**config.mk**
```make
export PLATFORM = sky130hd
export DESIGN_NAME = hispi_rx_top
export DESIGN_NICKNAME = d
export VERILOG_FILES = /design/src/hispi_pkg.sv /design/src/hispi_lane_decoder.sv /design/src/hispi_lane_fifo.sv /design/src/hispi_lane_merge.sv /design/src/hispi_rx_top.sv
export SDC_FILE = /design/constraint.sdc
export NUM_CORES = 1
export LEC_CHECK = 0
export ABC_CLOCK_PERIOD_IN_PS = 11200
export BUFFER_PORTS_ARGS = -buffer_cell sky130_fd_sc_hd__clkbuf_2
export CAP_MARGIN = 20
export CORE_ASPECT_RATIO = 0.9
export CORE_UTILIZATION = 35
export CTS_CLUSTER_SIZE = 25
export DETAILED_ROUTE_END_ITERATION = 7
export HOLD_SLACK_MARGIN = 0.15
export PLACE_DENSITY = 0.58
export SYNTH_ARGS = -nofsm -noshare
export SYNTH_HDL_FRONTEND = slang
export SYNTH_SLANG_ARGS = --single-unit
```
**constraint.sdc**
```tcl
create_clock -name ipclk -period 11.2 [get_ports ipclk]
set_input_delay 1.12 -clock ipclk [delete_from_list [all_inputs] [get_ports ipclk]]
set_output_delay 1.12 -clock ipclk [all_outputs]
set_load 0.01 [all_outputs]
```
**src/hispi_pkg.sv**
```systemverilog
// shared widths, sync constants, code word union and fifo entry layout for the hispi receiver
package hispi_pkg;

    localparam int PIXEL_BITS      = 12;                      // one pixel / code word
    localparam int LANE_BITS       = 2;                       // deserialized bits per lane per clock
    localparam int CHUNKS_PER_WORD = PIXEL_BITS / LANE_BITS;  // also the number of bit offsets
    localparam int NUM_LANES       = 4;

    // sync pattern is FFF, 000, 000 on every lane
    localparam logic [PIXEL_BITS-1:0] SYNC_WORD0 = 12'hFFF;
    localparam logic [PIXEL_BITS-1:0] SYNC_WORD1 = 12'h000;

    // code word following the sync pattern
    typedef struct packed {
        logic [6:0] reserved;  // bits 11..5, zero
        logic       embed;     // embedded data line
        logic       eof;       // end of frame, ends the line too
        logic       eol;       // end of line
        logic       sof;       // start of frame, starts a line too
        logic       sol;       // start of line
    } sync_code_t;

    // same 12 bits seen as data or as a code
    typedef union packed {
        logic [PIXEL_BITS-1:0] pixel;
        sync_code_t            code;
    } hispi_word_t;

    // fifo entry is the pixel with three flags on top
    localparam int FIFO_ENTRY_BITS   = PIXEL_BITS + 3;
    localparam int ENTRY_FRAME_FIRST = PIXEL_BITS;      // first pixel of a frame
    localparam int ENTRY_LINE_LAST   = PIXEL_BITS + 1;  // last pixel this lane has in the line
    localparam int ENTRY_FRAME_LAST  = PIXEL_BITS + 2;  // last pixel this lane has in the frame

endpackage

```
**src/hispi_lane_decoder.sv**
```systemverilog
// one hispi lane: finds word alignment on the sync pattern, decodes codes and tags pixels
`timescale 1ns/1ps

module hispi_lane_decoder import hispi_pkg::*; (
    input  logic                  ipclk,
    input  logic                  prst,
    input  logic [LANE_BITS-1:0]  chunk,        // msb pair first
    output logic [PIXEL_BITS-1:0] word,         // held pixel
    output logic                  word_valid,   // one cycle per released pixel
    output logic                  frame_first,
    output logic                  line_last,
    output logic                  frame_last,
    output logic                  line_start,   // strobe at a start code
    output logic                  line_embed    // valid with line_start
);

    localparam int WIN_BITS = 3 * PIXEL_BITS;           // three words of history
    localparam int CNT_BITS = $clog2(CHUNKS_PER_WORD);
    localparam logic [WIN_BITS-1:0] SYNC_PATTERN = {SYNC_WORD0, SYNC_WORD1, SYNC_WORD1};

    localparam logic [1:0] ST_HUNT = 2'd0;  // waiting for sync, words ignored
    localparam logic [1:0] ST_CODE = 2'd1;  // next word is a code
    localparam logic [1:0] ST_PIX  = 2'd2;  // words are pixels

    logic [WIN_BITS-1:0]   window;         // chunk shift window
    logic [CNT_BITS-1:0]   cnt;            // chunks of current word in window
    logic                  locked;
    logic [1:0]            state;
    logic [PIXEL_BITS-1:0] held;           // pixel waiting for its successor
    logic                  held_valid;
    logic                  held_first;     // held pixel opens a frame
    logic                  first_pending;  // next pixel opens a frame

    hispi_word_t           cur;            // newest complete word
    logic                  sync_hit;
    logic                  word_done;
    logic                  code_done;
    logic                  pix_done;
    logic                  is_start;

    assign cur = window[PIXEL_BITS-1:0];

    // window is compared on every chunk, so every bit offset gets tried while unlocked;
    // once locked only the word boundary counts
    assign sync_hit  = (window == SYNC_PATTERN) && (!locked || cnt == '0);
    assign word_done = locked && (cnt == '0) && !sync_hit;
    assign code_done = word_done && (state == ST_CODE);
    assign pix_done  = word_done && (state == ST_PIX) && (cur.pixel != SYNC_WORD0);
    assign is_start  = cur.code.sol || cur.code.sof;

    // held pixel goes out when the next word is known
    assign word        = held;
    assign word_valid  = held_valid && (pix_done || code_done);
    assign frame_first = held_first;
    assign line_last   = held_valid && code_done;              // followed by sync
    assign frame_last  = held_valid && code_done && cur.code.eof;
    assign line_start  = code_done && is_start;
    assign line_embed  = cur.code.embed;

    always_ff @(posedge ipclk or posedge prst) begin
        if (prst) begin
            window        <= '0;
            cnt           <= '0;
            locked        <= 1'b0;
            state         <= ST_HUNT;
            held_valid    <= 1'b0;
            held_first    <= 1'b0;
            first_pending <= 1'b0;
        end else begin
            window <= {window[WIN_BITS-LANE_BITS-1:0], chunk};  // newest chunk at lsb

            if (sync_hit) begin
                cnt    <= CNT_BITS'(1);   // first chunk of the code is shifting in now
                locked <= 1'b1;
                state  <= ST_CODE;
            end else begin
                if (cnt == CNT_BITS'(CHUNKS_PER_WORD - 1))
                    cnt <= '0;            // word complete next cycle
                else
                    cnt <= cnt + 1'b1;

                if (code_done) begin
                    state         <= is_start ? ST_PIX : ST_HUNT;  // end code -> skip to sync
                    first_pending <= is_start && cur.code.sof;
                end else if (word_done && state == ST_PIX && cur.pixel == SYNC_WORD0) begin
                    state <= ST_HUNT;     // FFF opens the trailing sync, pixel stays held
                end
            end

            if (code_done) begin
                held_valid <= 1'b0;       // released as line_last
            end else if (pix_done) begin
                held_valid    <= 1'b1;
                held_first    <= first_pending;
                first_pending <= 1'b0;
            end
        end
    end

    always_ff @(posedge ipclk) begin
        if (pix_done)
            held <= cur.pixel;
    end

endmodule

```
**src/hispi_lane_fifo.sv**
```systemverilog
// per-lane fifo of tagged pixels, drops embedded-data lines when asked to
`timescale 1ns/1ps

module hispi_lane_fifo import hispi_pkg::*; #(
    parameter int DEPTH = 16   // power of two, 4 or more
) (
    input  logic                       ipclk,
    input  logic                       prst,
    input  logic [PIXEL_BITS-1:0]      word,
    input  logic                       word_valid,
    input  logic                       frame_first,
    input  logic                       line_last,
    input  logic                       frame_last,
    input  logic                       line_start,
    input  logic                       line_embed,
    input  logic                       ignore_embedded,  // sampled at each start code
    input  logic                       pop,
    output logic [FIFO_ENTRY_BITS-1:0] entry,            // head, combinational
    output logic                       empty,
    output logic                       overflow          // sticky
);

    localparam int AW = $clog2(DEPTH);

    logic [FIFO_ENTRY_BITS-1:0] mem [DEPTH];
    logic [AW:0]                wr_ptr;       // extra bit tells full from empty
    logic [AW:0]                rd_ptr;
    logic                       discard;      // current line is dropped
    logic                       first_carry;  // frame start seen on a dropped line
    logic                       full;
    logic                       keep;
    logic                       wr_en;
    logic [FIFO_ENTRY_BITS-1:0] wr_entry;

    assign full  = (wr_ptr[AW] != rd_ptr[AW]) && (wr_ptr[AW-1:0] == rd_ptr[AW-1:0]);
    assign empty = (wr_ptr == rd_ptr);
    assign keep  = word_valid && !discard;
    assign wr_en = keep && !full;
    assign entry = mem[rd_ptr[AW-1:0]];

    always_comb begin
        wr_entry                    = '0;
        wr_entry[PIXEL_BITS-1:0]    = word;
        wr_entry[ENTRY_FRAME_FIRST] = frame_first || first_carry;  // moved past dropped lines
        wr_entry[ENTRY_LINE_LAST]   = line_last;
        wr_entry[ENTRY_FRAME_LAST]  = frame_last;
    end

    always_ff @(posedge ipclk or posedge prst) begin
        if (prst) begin
            wr_ptr      <= '0;
            rd_ptr      <= '0;
            discard     <= 1'b0;
            first_carry <= 1'b0;
            overflow    <= 1'b0;
        end else begin
            if (wr_en)
                wr_ptr <= wr_ptr + 1'b1;
            if (pop)
                rd_ptr <= rd_ptr + 1'b1;  // merge only pops a non-empty fifo
            if (line_start)
                discard <= line_embed && ignore_embedded;
            if (word_valid && discard && frame_first)
                first_carry <= 1'b1;
            else if (wr_en)
                first_carry <= 1'b0;
            if (keep && full)
                overflow <= 1'b1;         // pixel lost, no back-pressure to the sensor
        end
    end

    always_ff @(posedge ipclk) begin
        if (wr_en)
            mem[wr_ptr[AW-1:0]] <= wr_entry;
    end

endmodule

```
**src/hispi_lane_merge.sv**
```systemverilog
// reads the lane fifos in rotation and forms the pixel stream with hact, sof and eof
`timescale 1ns/1ps

module hispi_lane_merge import hispi_pkg::*; (
    input  logic                                 ipclk,
    input  logic                                 prst,
    input  logic [NUM_LANES*FIFO_ENTRY_BITS-1:0] entries,  // lane i in slice i
    input  logic [NUM_LANES-1:0]                 empty,
    output logic [NUM_LANES-1:0]                 pop,
    output logic [PIXEL_BITS-1:0]                pxd,
    output logic                                 pxd_valid,
    output logic                                 hact,
    output logic                                 sof,
    output logic                                 eof
);

    logic [NUM_LANES-1:0]       sel;         // one-hot current lane
    logic [FIFO_ENTRY_BITS-1:0] head;        // head entry of current lane
    logic                       take;        // sample head this cycle
    logic                       line_done;   // lane 3 line_last went out
    logic                       frame_done;  // lane 3 frame_last went out

    always_comb begin
        head = '0;
        for (int i = 0; i < NUM_LANES; i++) begin
            if (sel[i])
                head = head | entries[i*FIFO_ENTRY_BITS +: FIFO_ENTRY_BITS];
        end
    end

    // one idle cycle after a line end lets hact drop between lines
    assign take = |(sel & ~empty) && !line_done;

    always_ff @(posedge ipclk or posedge prst) begin
        if (prst) begin
            sel        <= NUM_LANES'(1);  // lane 0 first
            pop        <= '0;
            pxd_valid  <= 1'b0;
            hact       <= 1'b0;
            sof        <= 1'b0;
            eof        <= 1'b0;
            line_done  <= 1'b0;
            frame_done <= 1'b0;
        end else begin
            pop        <= take ? sel : '0;  // pop lands with pxd_valid
            pxd_valid  <= take;
            sof        <= take && head[ENTRY_FRAME_FIRST];
            line_done  <= take && sel[NUM_LANES-1] && head[ENTRY_LINE_LAST];
            frame_done <= take && sel[NUM_LANES-1] && head[ENTRY_FRAME_LAST];
            eof        <= frame_done;       // cycle after the last pixel

            if (take)
                sel <= {sel[NUM_LANES-2:0], sel[NUM_LANES-1]};  // next lane

            if (take)
                hact <= 1'b1;
            else if (line_done)
                hact <= 1'b0;               // held through stalls
        end
    end

    always_ff @(posedge ipclk) begin
        if (take)
            pxd <= head[PIXEL_BITS-1:0];
    end

endmodule

```
**src/hispi_rx_top.sv**
```systemverilog
// four-lane hispi packetized-sp receiver top, decoders and fifos per lane feeding the merge
`timescale 1ns/1ps

module hispi_rx_top import hispi_pkg::*; #(
    parameter int FIFO_DEPTH = 16   // per lane, covers a lane's line share plus skew
) (
    input  logic                           ipclk,
    input  logic                           prst,
    input  logic [NUM_LANES*LANE_BITS-1:0] lane_data,        // lane i in slice i
    input  logic                           ignore_embedded,
    output logic [PIXEL_BITS-1:0]          pxd,
    output logic                           pxd_valid,
    output logic                           hact,
    output logic                           sof,
    output logic                           eof
);

    logic [NUM_LANES*PIXEL_BITS-1:0]      dec_word;
    logic [NUM_LANES-1:0]                 dec_valid;
    logic [NUM_LANES-1:0]                 dec_first;
    logic [NUM_LANES-1:0]                 dec_line_last;
    logic [NUM_LANES-1:0]                 dec_frame_last;
    logic [NUM_LANES-1:0]                 dec_line_start;
    logic [NUM_LANES-1:0]                 dec_line_embed;
    logic [NUM_LANES*FIFO_ENTRY_BITS-1:0] fifo_entry;
    logic [NUM_LANES-1:0]                 fifo_empty;
    logic [NUM_LANES-1:0]                 fifo_pop;
    logic [NUM_LANES-1:0]                 fifo_overflow;    // watched by the bound checker

    for (genvar i = 0; i < NUM_LANES; i++) begin : g_lane
        hispi_lane_decoder u_dec (
            .ipclk       (ipclk),
            .prst        (prst),
            .chunk       (lane_data[i*LANE_BITS +: LANE_BITS]),
            .word        (dec_word[i*PIXEL_BITS +: PIXEL_BITS]),
            .word_valid  (dec_valid[i]),
            .frame_first (dec_first[i]),
            .line_last   (dec_line_last[i]),
            .frame_last  (dec_frame_last[i]),
            .line_start  (dec_line_start[i]),
            .line_embed  (dec_line_embed[i])
        );

        hispi_lane_fifo #(
            .DEPTH (FIFO_DEPTH)
        ) u_fifo (
            .ipclk           (ipclk),
            .prst            (prst),
            .word            (dec_word[i*PIXEL_BITS +: PIXEL_BITS]),
            .word_valid      (dec_valid[i]),
            .frame_first     (dec_first[i]),
            .line_last       (dec_line_last[i]),
            .frame_last      (dec_frame_last[i]),
            .line_start      (dec_line_start[i]),
            .line_embed      (dec_line_embed[i]),
            .ignore_embedded (ignore_embedded),
            .pop             (fifo_pop[i]),
            .entry           (fifo_entry[i*FIFO_ENTRY_BITS +: FIFO_ENTRY_BITS]),
            .empty           (fifo_empty[i]),
            .overflow        (fifo_overflow[i])
        );
    end

    hispi_lane_merge u_merge (
        .ipclk     (ipclk),
        .prst      (prst),
        .entries   (fifo_entry),
        .empty     (fifo_empty),
        .pop       (fifo_pop),
        .pxd       (pxd),
        .pxd_valid (pxd_valid),
        .hact      (hact),
        .sof       (sof),
        .eof       (eof)
    );

endmodule

```
# [After elaboration in Yosys (flattened, before gate mapping)]
# Memory sizes are Yosys's and may differ from the RTL's.
# Index checks and enable logic that the tools add are counted.
[word_totals] inputBits=11 ram_bits=960 elab_cells=321 reg_bits=302 n_memories=4
[op_classes] add_sub_neg=12 mux=71 eq_ne=36 reduce_logical=132 bitwise_logic=9
[memory_table] name="g_lane[0].u_fifo.mem" depth=16 word_bits=15 read_ports=1 rd_clocked_by_memory_dff=0 wr=1 line_no="hispi_lane_fifo.sv:25" rtl="logic [FIFO_ENTRY_BITS-1:0] mem [DEPTH];"
[memory_table] name="g_lane[1].u_fifo.mem" depth=16 word_bits=15 read_ports=1 rd_clocked_by_memory_dff=0 wr=1 line_no="hispi_lane_fifo.sv:25"
[memory_table] name="g_lane[2].u_fifo.mem" depth=16 word_bits=15 read_ports=1 rd_clocked_by_memory_dff=0 wr=1 line_no="hispi_lane_fifo.sv:25"
[memory_table] name="g_lane[3].u_fifo.mem" depth=16 word_bits=15 read_ports=1 rd_clocked_by_memory_dff=0 wr=1 line_no="hispi_lane_fifo.sv:25"
[ops] operator="36-bit == test (second input constant)" n=4
[ops] operator="1-bit logical AND" n=77
[ops] operator="15-bit two-way mux" n=4
[ops] operator="12-bit == test (second input constant)" n=4
[ops] operator="12-bit != test (second input constant)" n=4
[ops] operator="15-bit bitwise OR" n=3
[ops] operator="1-bit two-way mux" n=42
[ops] operator="5-bit by 1-bit adder with 5-bit output (second input constant)" n=8
[ops] operator="2-bit two-way mux" n=16
[ops] operator="3-bit two-way mux" n=8
[ops] operator="5-bit == test" n=4
[ops] operator="2-bit nonzero test" n=9
[ops] operator="1-bit zero test" n=17
[ops] operator="4-bit == test" n=4
[ops] operator="1-bit logical OR" n=16
[ops] operator="3-bit by 1-bit adder with 3-bit output (second input constant)" n=4
[ops] operator="3-bit == test (second input constant)" n=4
[ops] operator="3-bit zero test" n=4
[ops] operator="3-bit nonzero test" n=4
[ops] operator="2-bit by 1-bit == test with 1-bit output (second input constant)" n=4
[ops] operator="2-bit == test (second input constant)" n=4
[ops] operator="2-bit AND reduction" n=4
[ops] operator="4-bit AND" n=1
[ops] operator="4-bit two-way mux" n=1
[ops] operator="4 further kinds" n=10

# [Logic depth before layout (Yosys ltp)]
# Gate-level depths: netlist (run 1).
[logic_depth] word_depth=13 mapped_depth=9 mapped_depth_nobuf=6

# [Cells and area by module]
# Synthesis (run 1) repeated with hierarchy kept, for this count alone.
[unflattened] hier_cells=2502 area_unflattened_um2=48723.0
[modules_own_cells] mod="hispi_lane_fifo" cells_each=485 area_each_um2=9994.6 instances=4
[modules_own_cells] mod="hispi_lane_decoder" cells_each=116 area_each_um2=1878.1 instances=4
[modules_own_cells] mod="hispi_lane_merge" cells_each=98 area_each_um2=1232.4 instances=1

# [Least setup slack after synthesis (run 1)]
# No wires, ideal clock.
[synth_timing] path_kind="register -> register" start="register g_lane[1].u_fifo.rd_ptr[0]" end="memory g_lane[1].u_fifo.mem[3][0] (netlist bit) (enable)" arrival_time_ns=2.824 setup_ns=0.406 n_path_buf=3 stages_incl_launch_ff=10 setup_slack_ns=7.970 required_ns=10.794 path_cell_list="dfrtp_1 -> buf_2 -> buf_4 -> xnor2_1 -> nand4_1 -> o21ai_1 -> nor4_1 -> clkbuf_1 -> nand2_1 -> nor3_1"
[synth_via] elab_chain_len=6
[synth_rtl] item="start: declaration" line_no="hispi_lane_fifo.sv:27" rtl="logic [AW:0] rd_ptr;"
[synth_rtl] item="start signal: assignment" line_no="hispi_lane_fifo.sv:60" rtl="rd_ptr <= rd_ptr + 1'b1;"
[synth_rtl] item="4-bit == test" line_no="hispi_lane_fifo.sv:35" rtl="assign full = (wr_ptr[AW] != rd_ptr[AW]) && (wr_ptr[AW-1:0] == rd_ptr[AW-1:0]);"
[synth_rtl] item="1-bit logical AND" line_no="hispi_lane_fifo.sv:35"
[synth_rtl] item="1-bit zero test" line_no="hispi_lane_fifo.sv:38" rtl="assign wr_en = keep && !full;"
[synth_rtl] item="1-bit logical AND" line_no="hispi_lane_fifo.sv:38"
[synth_rtl] item="1-bit two-way mux" line_no="hispi_lane_fifo.sv:73" rtl="if (wr_en)"
[synth_rtl] item="1-bit two-way mux (implied by the code)" line_no="hispi_lane_fifo.sv:74" rtl="mem[wr_ptr[AW-1:0]] <= wr_entry;"
[synth_rtl] item="end: declaration" line_no="hispi_lane_fifo.sv:25"
# No other way between the ends.

# [Worst setup path in the final report (run 1)]
[layout_timing] start="register g_lane[2].u_fifo.rd_ptr[0]" end="register u_merge.pxd[1], data pin"
[layout_via] elab_chain_len=5
[layout_rtl] item="start: declaration" line_no="hispi_lane_fifo.sv:27"
[layout_rtl] item="start signal: assignment" line_no="hispi_lane_fifo.sv:60"
[layout_rtl] item="memory 16 x 15 bit *"
[layout_rtl] item="15-bit bitwise OR *" line_no="hispi_lane_merge.sv:27" rtl="head = head | entries[i*FIFO_ENTRY_BITS +: FIFO_ENTRY_BITS];"
[layout_rtl] item="15-bit two-way mux *" line_no="hispi_lane_merge.sv:26" rtl="if (sel[i])"
[layout_rtl] item="15-bit bitwise OR" line_no="hispi_lane_merge.sv:27"
[layout_rtl] item="15-bit two-way mux *" line_no="hispi_lane_merge.sv:26"
[layout_rtl] item="named net u_merge.head[1]" line_no="hispi_lane_merge.sv:18" rtl="logic [FIFO_ENTRY_BITS-1:0] head;"
[layout_rtl] item="end signal: assignment" line_no="hispi_lane_merge.sv:64" rtl="pxd <= head[PIXEL_BITS-1:0];"
[layout_rtl] item="end: declaration" line_no="hispi_lane_merge.sv:10" rtl="output logic [PIXEL_BITS-1:0] pxd,"
# Mark *: on every way through the listed nets, which the timed path passes. The rest lies on a longest branch.
# A chain may end at the register's enable or synchronous reset.

==> results of run 1 <==
layout by cell type (no fill, tap or decap), types with 11 or more instances in the layout:
| cell type | synthesis | layout |
|---|---|---|
| sky130_fd_sc_hd__mux2i_1 | 68 | 68 |
| sky130_fd_sc_hd__nand2_1 | 40 | 40 |
| sky130_fd_sc_hd__o21ai_0 | 20 | 20 |
| sky130_fd_sc_hd__nor4_1 | 19 | 12 |
| sky130_fd_sc_hd__clkbuf_2 | 0 | 26 |
| sky130_fd_sc_hd__clkbuf_16 | 0 | 120 |
| sky130_fd_sc_hd__mux2_2 | 13 | 13 |
| sky130_fd_sc_hd__a21oi_1 | 60 | 60 |
| sky130_fd_sc_hd__ha_1 | 20 | 20 |
| sky130_fd_sc_hd__xnor2_1 | 45 | 45 |
| sky130_fd_sc_hd__xor2_1 | 11 | 11 |
| sky130_fd_sc_hd__and3_1 | 55 | 55 |
| sky130_fd_sc_hd__inv_1 | 35 | 34 |
| sky130_fd_sc_hd__dfrtp_1 | 241 | 229 |
| sky130_fd_sc_hd__clkinv_2 | 0 | 19 |
| sky130_fd_sc_hd__nand4_1 | 44 | 44 |
| sky130_fd_sc_hd__nand2b_1 | 12 | 12 |
| sky130_fd_sc_hd__nor2_1 | 34 | 34 |
| sky130_fd_sc_hd__a211oi_1 | 50 | 50 |
| sky130_fd_sc_hd__bufinv_16 | 0 | 11 |
| sky130_fd_sc_hd__edfxtp_1 | 1020 | 1020 |
| sky130_fd_sc_hd__buf_4 | 5 | 38 |
| sky130_fd_sc_hd__nor2b_1 | 61 | 61 |
| sky130_fd_sc_hd__mux4_2 | 239 | 239 |
| sky130_fd_sc_hd__clkbuf_1 | 59 | 27 |
| sky130_fd_sc_hd__clkinv_1 | 0 | 20 |
| sky130_fd_sc_hd__a22oi_1 | 24 | 24 |
registers in the layout, summed over array words and instances (netlist names), 8 cells and up:
| register | flops |
|---|---|
| g_lane.u_dec.cnt | 12 |
| u_merge.pxd | 12 |
| g_lane.u_dec.word | 48 |
| g_lane.u_fifo.wr_ptr | 20 |
| g_lane.u_dec.state | 8 |
| g_lane.u_dec.window | 144 |
| g_lane.u_fifo.mem | 960 |
| g_lane.u_fifo.rd_ptr | 20 |
critical path: cells and delay by family, from the launching register on:
family          cells  cell delay (ns)
simple gates        2             0.26
buf+inv             1             0.67
compound gates      3             1.08
flops               1             0.85
mux                 1             0.57
metrics by stage:
step                      worst slack [ns]  hold WS [ns]  instances  power, W
after floorplan                       3.44         0.331       2359   0.00516
after global placement                7.32         0.336       4128   0.00518
after detailed placement              7.33         0.360       4143   0.00519
after CTS                             7.30         0.371       4366   0.00921
after global routing                  7.19         0.386       4369   0.00940
final                                 7.45         0.368       4370   0.00913
kinds of logic (layout without fill, tap and decap cells):
group | count (synthesis) | count (layout) | share of synthesized area (%)
buf+inv | 150 | 340 | 1.31
fa+ha+maj | 20 | 20 | 0.524
simple gates | 345 | 345 | 4.33
flops | 1262 | 1262 | 76.9
mux | 325 | 325 | 13.1
compound gates | 201 | 201 | 2.78
other cells | 0 | 1 | 0
xor+xnor | 56 | 56 | 1.03
how the worst max path moves through the flow:
stage	from	to	slack, ns	cells past startpoint
2_1_floorplan	prst	g_lane[0].u_dec.cnt[0]$_DFF_PP0_	3.44	1
3_3_place_gp	g_lane[2].u_fifo.rd_ptr[0]$_DFFE_PP0P_	u_merge.pxd[1]$_DFFE_PP_	7.32	7
3_5_place_dp	g_lane[2].u_fifo.rd_ptr[0]$_DFFE_PP0P_	u_merge.pxd[1]$_DFFE_PP_	7.33	7
4_1_cts	g_lane[2].u_fifo.rd_ptr[0]$_DFFE_PP0P_	u_merge.pxd[1]$_DFFE_PP_	7.30	7
5_1_grt	g_lane[2].u_fifo.rd_ptr[0]$_DFFE_PP0P_	u_merge.pxd[1]$_DFFE_PP_	7.19	7
6_report	g_lane[2].u_fifo.rd_ptr[0]$_DFFE_PP0P_	u_merge.pxd[1]$_DFFE_PP_	7.45	7
cell type report:
cell class                      count  area (um2)  share of cell area [%]
Antenna cell                        1        2.50                 0.00460
Clock buffer                      158        3250                    5.98
Clock inverter                     65         707                    1.30
Inverter                           35         139                   0.255
Multi-Input combinational cell    947       10500                    19.4
Sequential cell                  1262       36700                    67.5
Tap cell                         1820        2280                    4.19
Timing Repair Buffer               82         743                    1.37
power breakdown:
part | switching, W | total, W | internal, W
sequential | 0.0000241 | 0.00506 | 0.00504
combinational | 0.0000213 | 0.0000262 | 0.00000488
clock | 0.00174 | 0.00404 | 0.00230
total | 0.00179 | 0.00913 | 0.00734
layer usage:
metal	track usage [%]	vias up
li1	-	9744
met1	23.3	12115
met2	23.1	588
met3	2.48	141
met4	3.43	0
met5	0	-
==> results.sh, run 1 <==
export IMPL_floorplan_initialDensity_pct=35.3
export IMPL_regToRegEndpoint="u_merge.pxd[1]$_DFFE_PP_"
export IMPL_max_freq_mhz=267
export IMPL_post_synth_edffs=1020
export IMPL_post_dp_cell_area_um2=50300
export IMPL_worstHoldEndpoint="g_lane[0].u_dec.window[26]$_DFF_PP0_"
export IMPL_first_pass_drt_iterations=5
export IMPL_drtAntennaViolNets=0
export IMPL_worstSkewPairLatency_ns=0.74
export IMPL_total_of_buffers_placed_on_input_and_output_ports=26
export IMPL_met3_wirelength_mm=5.64
export IMPL_worst_endpoint_arrival_ns=4.22
export IMPL_met2RoutedLength_mm=47.8
export IMPL_grt_total_usage_pct=15.3
export IMPL_initialDrtViolationCount=1936
export IMPL_clk_pin_slew_ns=0.06
export IMPL_wl_mm=104
export IMPL_row_count=128
export IMPL_fin_util_pct=40.2
export IMPL_clock_path_buffers=3
export IMPL_fin_tns_setup_ns=0
export IMPL_netlist_area_um2=47700
export IMPL_worstPathCellList="buf_4, mux4_2, nor2b_1, a211oi_1, a21oi_1, a22oi_1, nand2_1"
export IMPL_remaining_drc_errors=0
export IMPL_rsz0062_at_grt="no"
export IMPL_synth_warnings=0
export IMPL_worst_r2r_setup_slack_ns=7.45
export IMPL_drv_cap=0
export IMPL_filler_cell_count=11819
export IMPL_netlist_top_cell_by_area="sky130_fd_sc_hd__edfxtp_1"
export IMPL_largest_cells_by_area_after_synthesis="sky130_fd_sc_hd__edfxtp_1, sky130_fd_sc_hd__dfrtp_1, sky130_fd_sc_hd__mux4_2"
export IMPL_min_delay_start="g_lane[0].u_dec.window[24]$_DFF_PP0_"
export IMPL_io_pin_count=27
export IMPL_regToRegStartpoint="g_lane[2].u_fifo.rd_ptr[0]$_DFFE_PP0P_"
export IMPL_power_density_nw_per_um2=168
export IMPL_synthTopCellsByCount="sky130_fd_sc_hd__edfxtp_1, sky130_fd_sc_hd__dfrtp_1, sky130_fd_sc_hd__mux4_2"
export IMPL_dominant_cell_by_count_in_the_synthesized_netlist="sky130_fd_sc_hd__edfxtp_1"
export IMPL_hold_viol=0
export IMPL_die_area_um2=138000
export IMPL_post_cts_resized_instances=0
export IMPL_ctsHtreeMaxLevel=3
export IMPL_cts_inserted_buffers=119
export IMPL_worstHoldPathType="register to register"
export IMPL_synth_net_count=2390
export IMPL_maxSlewHeadroom_pct=22.7
export IMPL_tritoncts="yes"
export IMPL_finalSetupViolations=0
export IMPL_synth_yosys_seq_area_share_pct=76.9
export IMPL_global_route_overflow_total=0
export IMPL_vdd_ir_drop_worst_mv=0.129
export IMPL_wl_met1_mm=49.1
export IMPL_number_of_global_route_vias_before_repair=23311
export IMPL_wl_per_cell_um=23.9
export IMPL_nNetsFinal=2478
export IMPL_fin_skew_ns=0.0315
export IMPL_grt_pass1_wl_mm=157
export IMPL_maximum_number_of_pins_on_one_net_before_global_route_repair=99
export IMPL_worst_slew_pin_slew_ns=1.16
export IMPL_ctsHoldBuffers=0
export IMPL_cp_end_kind="register"
export IMPL_worst_path_max_delay_cell="sky130_fd_sc_hd__dfrtp_4"
export IMPL_yosys_top_cell_area_share_pct=64.2
export IMPL_register_bit_count_reported_by_yosys=1262
export IMPL_floorplan_die_height_um=352
export IMPL_post_cts_setup_buffers=0
export IMPL_hold_path_depth=0
export IMPL_grt_antenna_before_repair=0
export IMPL_design_core_area_um2=135000
export IMPL_final_standard_cell_area_without_fillers_um2=54400
export IMPL_dp_final_hpwl_mm=63.5
export IMPL_tritoncts_num_sinks=1262
export IMPL_synth_avg_cell_area_um2=20.2
export IMPL_highest_layer="met4"
export IMPL_outcome="completed"
export IMPL_die_width_um=391
export IMPL_timing_final_max_slew_violations=0
export IMPL_area_delta_synth_final_pct=13.9
export IMPL_vias_per_cell=5.17
export IMPL_final_gp_congestion=0.771
export IMPL_cts_root_buffer="sky130_fd_sc_hd__clkbuf_16"
export IMPL_layout_drive_gt1_share_pct=21.9
export IMPL_postSynth_asyncResetShare_pct=19.2
export IMPL_worstPathMaxFanout=34
export IMPL_yosysUniqueCellTypes=64
export IMPL_crit_path_start_kind="register"
export IMPL_layout_min_cycle_time_ns=3.75
export IMPL_via_count=22588
export IMPL_slowest_delay_ns=0.85
export IMPL_ys_dominant_reg_cell="sky130_fd_sc_hd__edfxtp_1"
export IMPL_post_synth_inst_count=2359
export IMPL_criticalPathCategory="register to register"
export IMPL_timing_critical_path_required_ns=11.67
export IMPL_p_leak_nw=17.1
export IMPL_worst_r2r_path_depth=7
export IMPL_timing_final_crit_share_pct=33.5
Power figures use the tool's default switching activity.
==> run 2, diff against run 1 <==
- ABC_CLOCK_PERIOD_IN_PS: 11200 -> 3060
- PLACE_DENSITY: 0.58 -> 0.6
- clock period: 11.2 -> 3.06 ns (I/O delays scaled with it)
==> run 2 against run 1 <==
Compared with the run above:
- clock power rose to 3.9 times the previous value
- non-clock buffer count up 130
- highest routed layer unchanged
- cell count up 3.1%
- flip-flop and latch count unchanged
- clock skew up 0.081 ns
==> results.sh, run 2 (synthesis gave the netlist of run 1 again) <==
export IMPL_grt_pass1_wl_mm=156
export IMPL_final_cells=4507
export IMPL_slowest_delay_ns=0.54
export IMPL_multi_input_area_um2=10500
export IMPL_max_freq_mhz=341
export IMPL_worstPathCellList="or4b_1, or3_4, nor4_4, nor4b_4, nor2b_1, buf_4, and3_1"
export IMPL_die_width_um=391
export IMPL_worst_slew_pin_slew_ns=1.02
export IMPL_worst_hold_slack_ns=0.215
export IMPL_outcome="completed"
export IMPL_p_int_w=0.0277
export IMPL_wl_per_cell_um=22.8
export IMPL_finalSetupViolations=0
export IMPL_first_pass_drt_iterations=5
export IMPL_timing_final_max_slew_violations=0
export IMPL_fin_skew_ns=0.113
export IMPL_rsz0062_at_grt="no"
export IMPL_area_delta_synth_final_pct=17.5
export IMPL_ctsHtreeMaxLevel=3
export IMPL_remaining_drc_errors=0
export IMPL_die_area_um2=138000
export IMPL_regToRegEndpoint="g_lane[3].u_fifo.mem[3][6]$_DFFE_PP_"
export IMPL_worst_path_max_delay_cell="sky130_fd_sc_hd__or4b_1"
export IMPL_net_switching_power_w=0.00686
export IMPL_power_combinational_fraction_pct=0.4
export IMPL_total_of_buffers_placed_on_input_and_output_ports=26
export IMPL_cts_root_buffer="sky130_fd_sc_hd__clkbuf_16"
export IMPL_criticalPathCategory="register to register"
export IMPL_commonest_cells_after_routing_fill_and_taps_aside="sky130_fd_sc_hd__edfxtp_1, sky130_fd_sc_hd__mux4_2, sky130_fd_sc_hd__dfrtp_1"
export IMPL_grt_antenna_before_repair=2
export IMPL_regToRegStartpoint="g_lane[3].u_dec.window[2]$_DFF_PP0_"
export IMPL_tritoncts="yes"
export IMPL_antenna_diode_count=0
export IMPL_timing_critical_path_required_ns=3.42
export IMPL_post_cts_resized_instances=0
export IMPL_p_leak_nw=18.0
export IMPL_drtAntennaViolNets=0
export IMPL_tritoncts_num_sinks=1262
export IMPL_layout_min_cycle_time_ns=2.93
export IMPL_timing_final_crit_share_pct=95.7
export IMPL_hold_path_depth=2
export IMPL_number_of_global_route_vias_before_repair=24133
export IMPL_worst_path_dominant_cell_family="simple AND/OR/NAND/NOR gates"
export IMPL_nNetsFinal=2610
export IMPL_design_core_area_um2=135000
export IMPL_maxSlewHeadroom_pct=31.9
export IMPL_hold_viol=0
export IMPL_layout_drive_gt1_share_pct=26.3
export IMPL_floorplan_die_height_um=352
export IMPL_worstHoldEndpoint="g_lane[2].u_dec.window[1]$_DFF_PP0_"
export IMPL_min_delay_start="lane_data[5]"
export IMPL_cp_num_buf_inv=1
export IMPL_share_seq_of_total_power_pct=53.5
export IMPL_io_pin_count=27
export IMPL_filler_cell_count=11712
export IMPL_floorplan_initialDensity_pct=35.3
export IMPL_cp_end_kind="register"
export IMPL_worst_r2r_path_depth=7
export IMPL_total_power_w=0.0346
export IMPL_wl_mm=103
export IMPL_power_switching_fraction_pct=19.8
export IMPL_drv_cap=0
export IMPL_dp_final_hpwl_mm=64.6
export IMPL_post_cts_setup_buffers=0
export IMPL_worst_r2r_setup_slack_ns=0.13
export IMPL_worst_endpoint_arrival_ns=3.29
export IMPL_crit_path_start_kind="register"
export IMPL_layout_cells_most_common="sky130_fd_sc_hd__edfxtp_1"
export IMPL_power_density_nw_per_um2=617
export IMPL_via_count=22915
export IMPL_worstHoldPathType="input port to register"
export IMPL_worstPathMaxFanout=15
export IMPL_area_sequential_um2=36700
export IMPL_fin_tns_setup_ns=0
export IMPL_vias_per_cell=5.08
export IMPL_vdd_ir_drop_worst_mv=0.516
export IMPL_max_ffs_per_register=960
export IMPL_grt_total_usage_pct=15.0
export IMPL_power_share_clock_pct=46.1
export IMPL_final_gp_congestion=0.791
export IMPL_row_count=128
export IMPL_worstSkewPairLatency_ns=0.79
export IMPL_cts_inserted_buffers=121
export IMPL_global_route_overflow_total=0
export IMPL_initialDrtViolationCount=2267
export IMPL_clock_path_buffers=3
export IMPL_maximum_number_of_pins_on_one_net_before_global_route_repair=62
export IMPL_clk_pin_slew_ns=0.06
export IMPL_placedCellCount=4261
export IMPL_fin_util_pct=41.4
export IMPL_ctsHoldBuffers=12
[run 2: metal layers]
metal / track usage, % / routed length, um / vias up
met4: 3.99 / 2230 / 0
met2: 23.6 / 48500 / 560
met5: 0 / 0 / -
li1: - / - / 10002
met1: 21.5 / 46300 / 12214
met3: 2.77 / 5700 / 139
[run 2: worst max path at each step]
stage                                              from                                   end  slack, ns  depth (start not counted)
finish              g_lane[3].u_dec.window[2]$_DFF_PP0_  g_lane[3].u_fifo.mem[3][6]$_DFFE_PP_       0.13                          7
global route        g_lane[3].u_dec.window[2]$_DFF_PP0_  g_lane[3].u_fifo.mem[3][6]$_DFFE_PP_      0.007                          7
CTS                 g_lane[3].u_dec.window[2]$_DFF_PP0_  g_lane[3].u_fifo.mem[3][6]$_DFFE_PP_       0.08                          7
detailed placement  g_lane[3].u_dec.window[2]$_DFF_PP0_  g_lane[3].u_fifo.mem[9][9]$_DFFE_PP_       0.06                          7
global placement    g_lane[3].u_dec.window[2]$_DFF_PP0_  g_lane[3].u_fifo.mem[3][5]$_DFFE_PP_       0.13                          7
floorplan                                          prst      g_lane[0].u_dec.cnt[0]$_DFF_PP0_      -0.42                          1
[run 2: final cells by class]
| type | instances | share of cell area [%] |
|---|---|---|
| clock inverters | 85 | 2.00 |
| inverters | 35 | 0.241 |
| multi-input cells | 947 | 18.7 |
| clock buffers | 146 | 5.83 |
| flip-flops and latches | 1262 | 65.5 |
| repair buffers | 212 | 3.62 |
| well taps | 1820 | 4.06 |
[run 2: stage by stage]
step,setup slack [ns],area [um2]
2_1_floorplan,-0.421,47700
3_3_place_gp,0.127,51500
3_5_place_dp,0.0567,51500
4_1_cts,0.0797,56000
5_1_grt,0.00690,56000
6_report,0.132,56000
[run 2: power groups by stage]
| stage | Sequential, W | Combinational [W] | Clock [W] |
|---|---|---|---|
| global route | 0.0185 | 0.000147 | 0.0169 |
| finish | 0.0185 | 0.000128 | 0.0159 |
| detailed placement | 0.0189 | 0.000118 | 0 |
| CTS | 0.0185 | 0.000131 | 0.0163 |
| global placement | 0.0189 | 0.000114 | 0 |
| floorplan | 0.0188 | 0.0000647 | 0 |
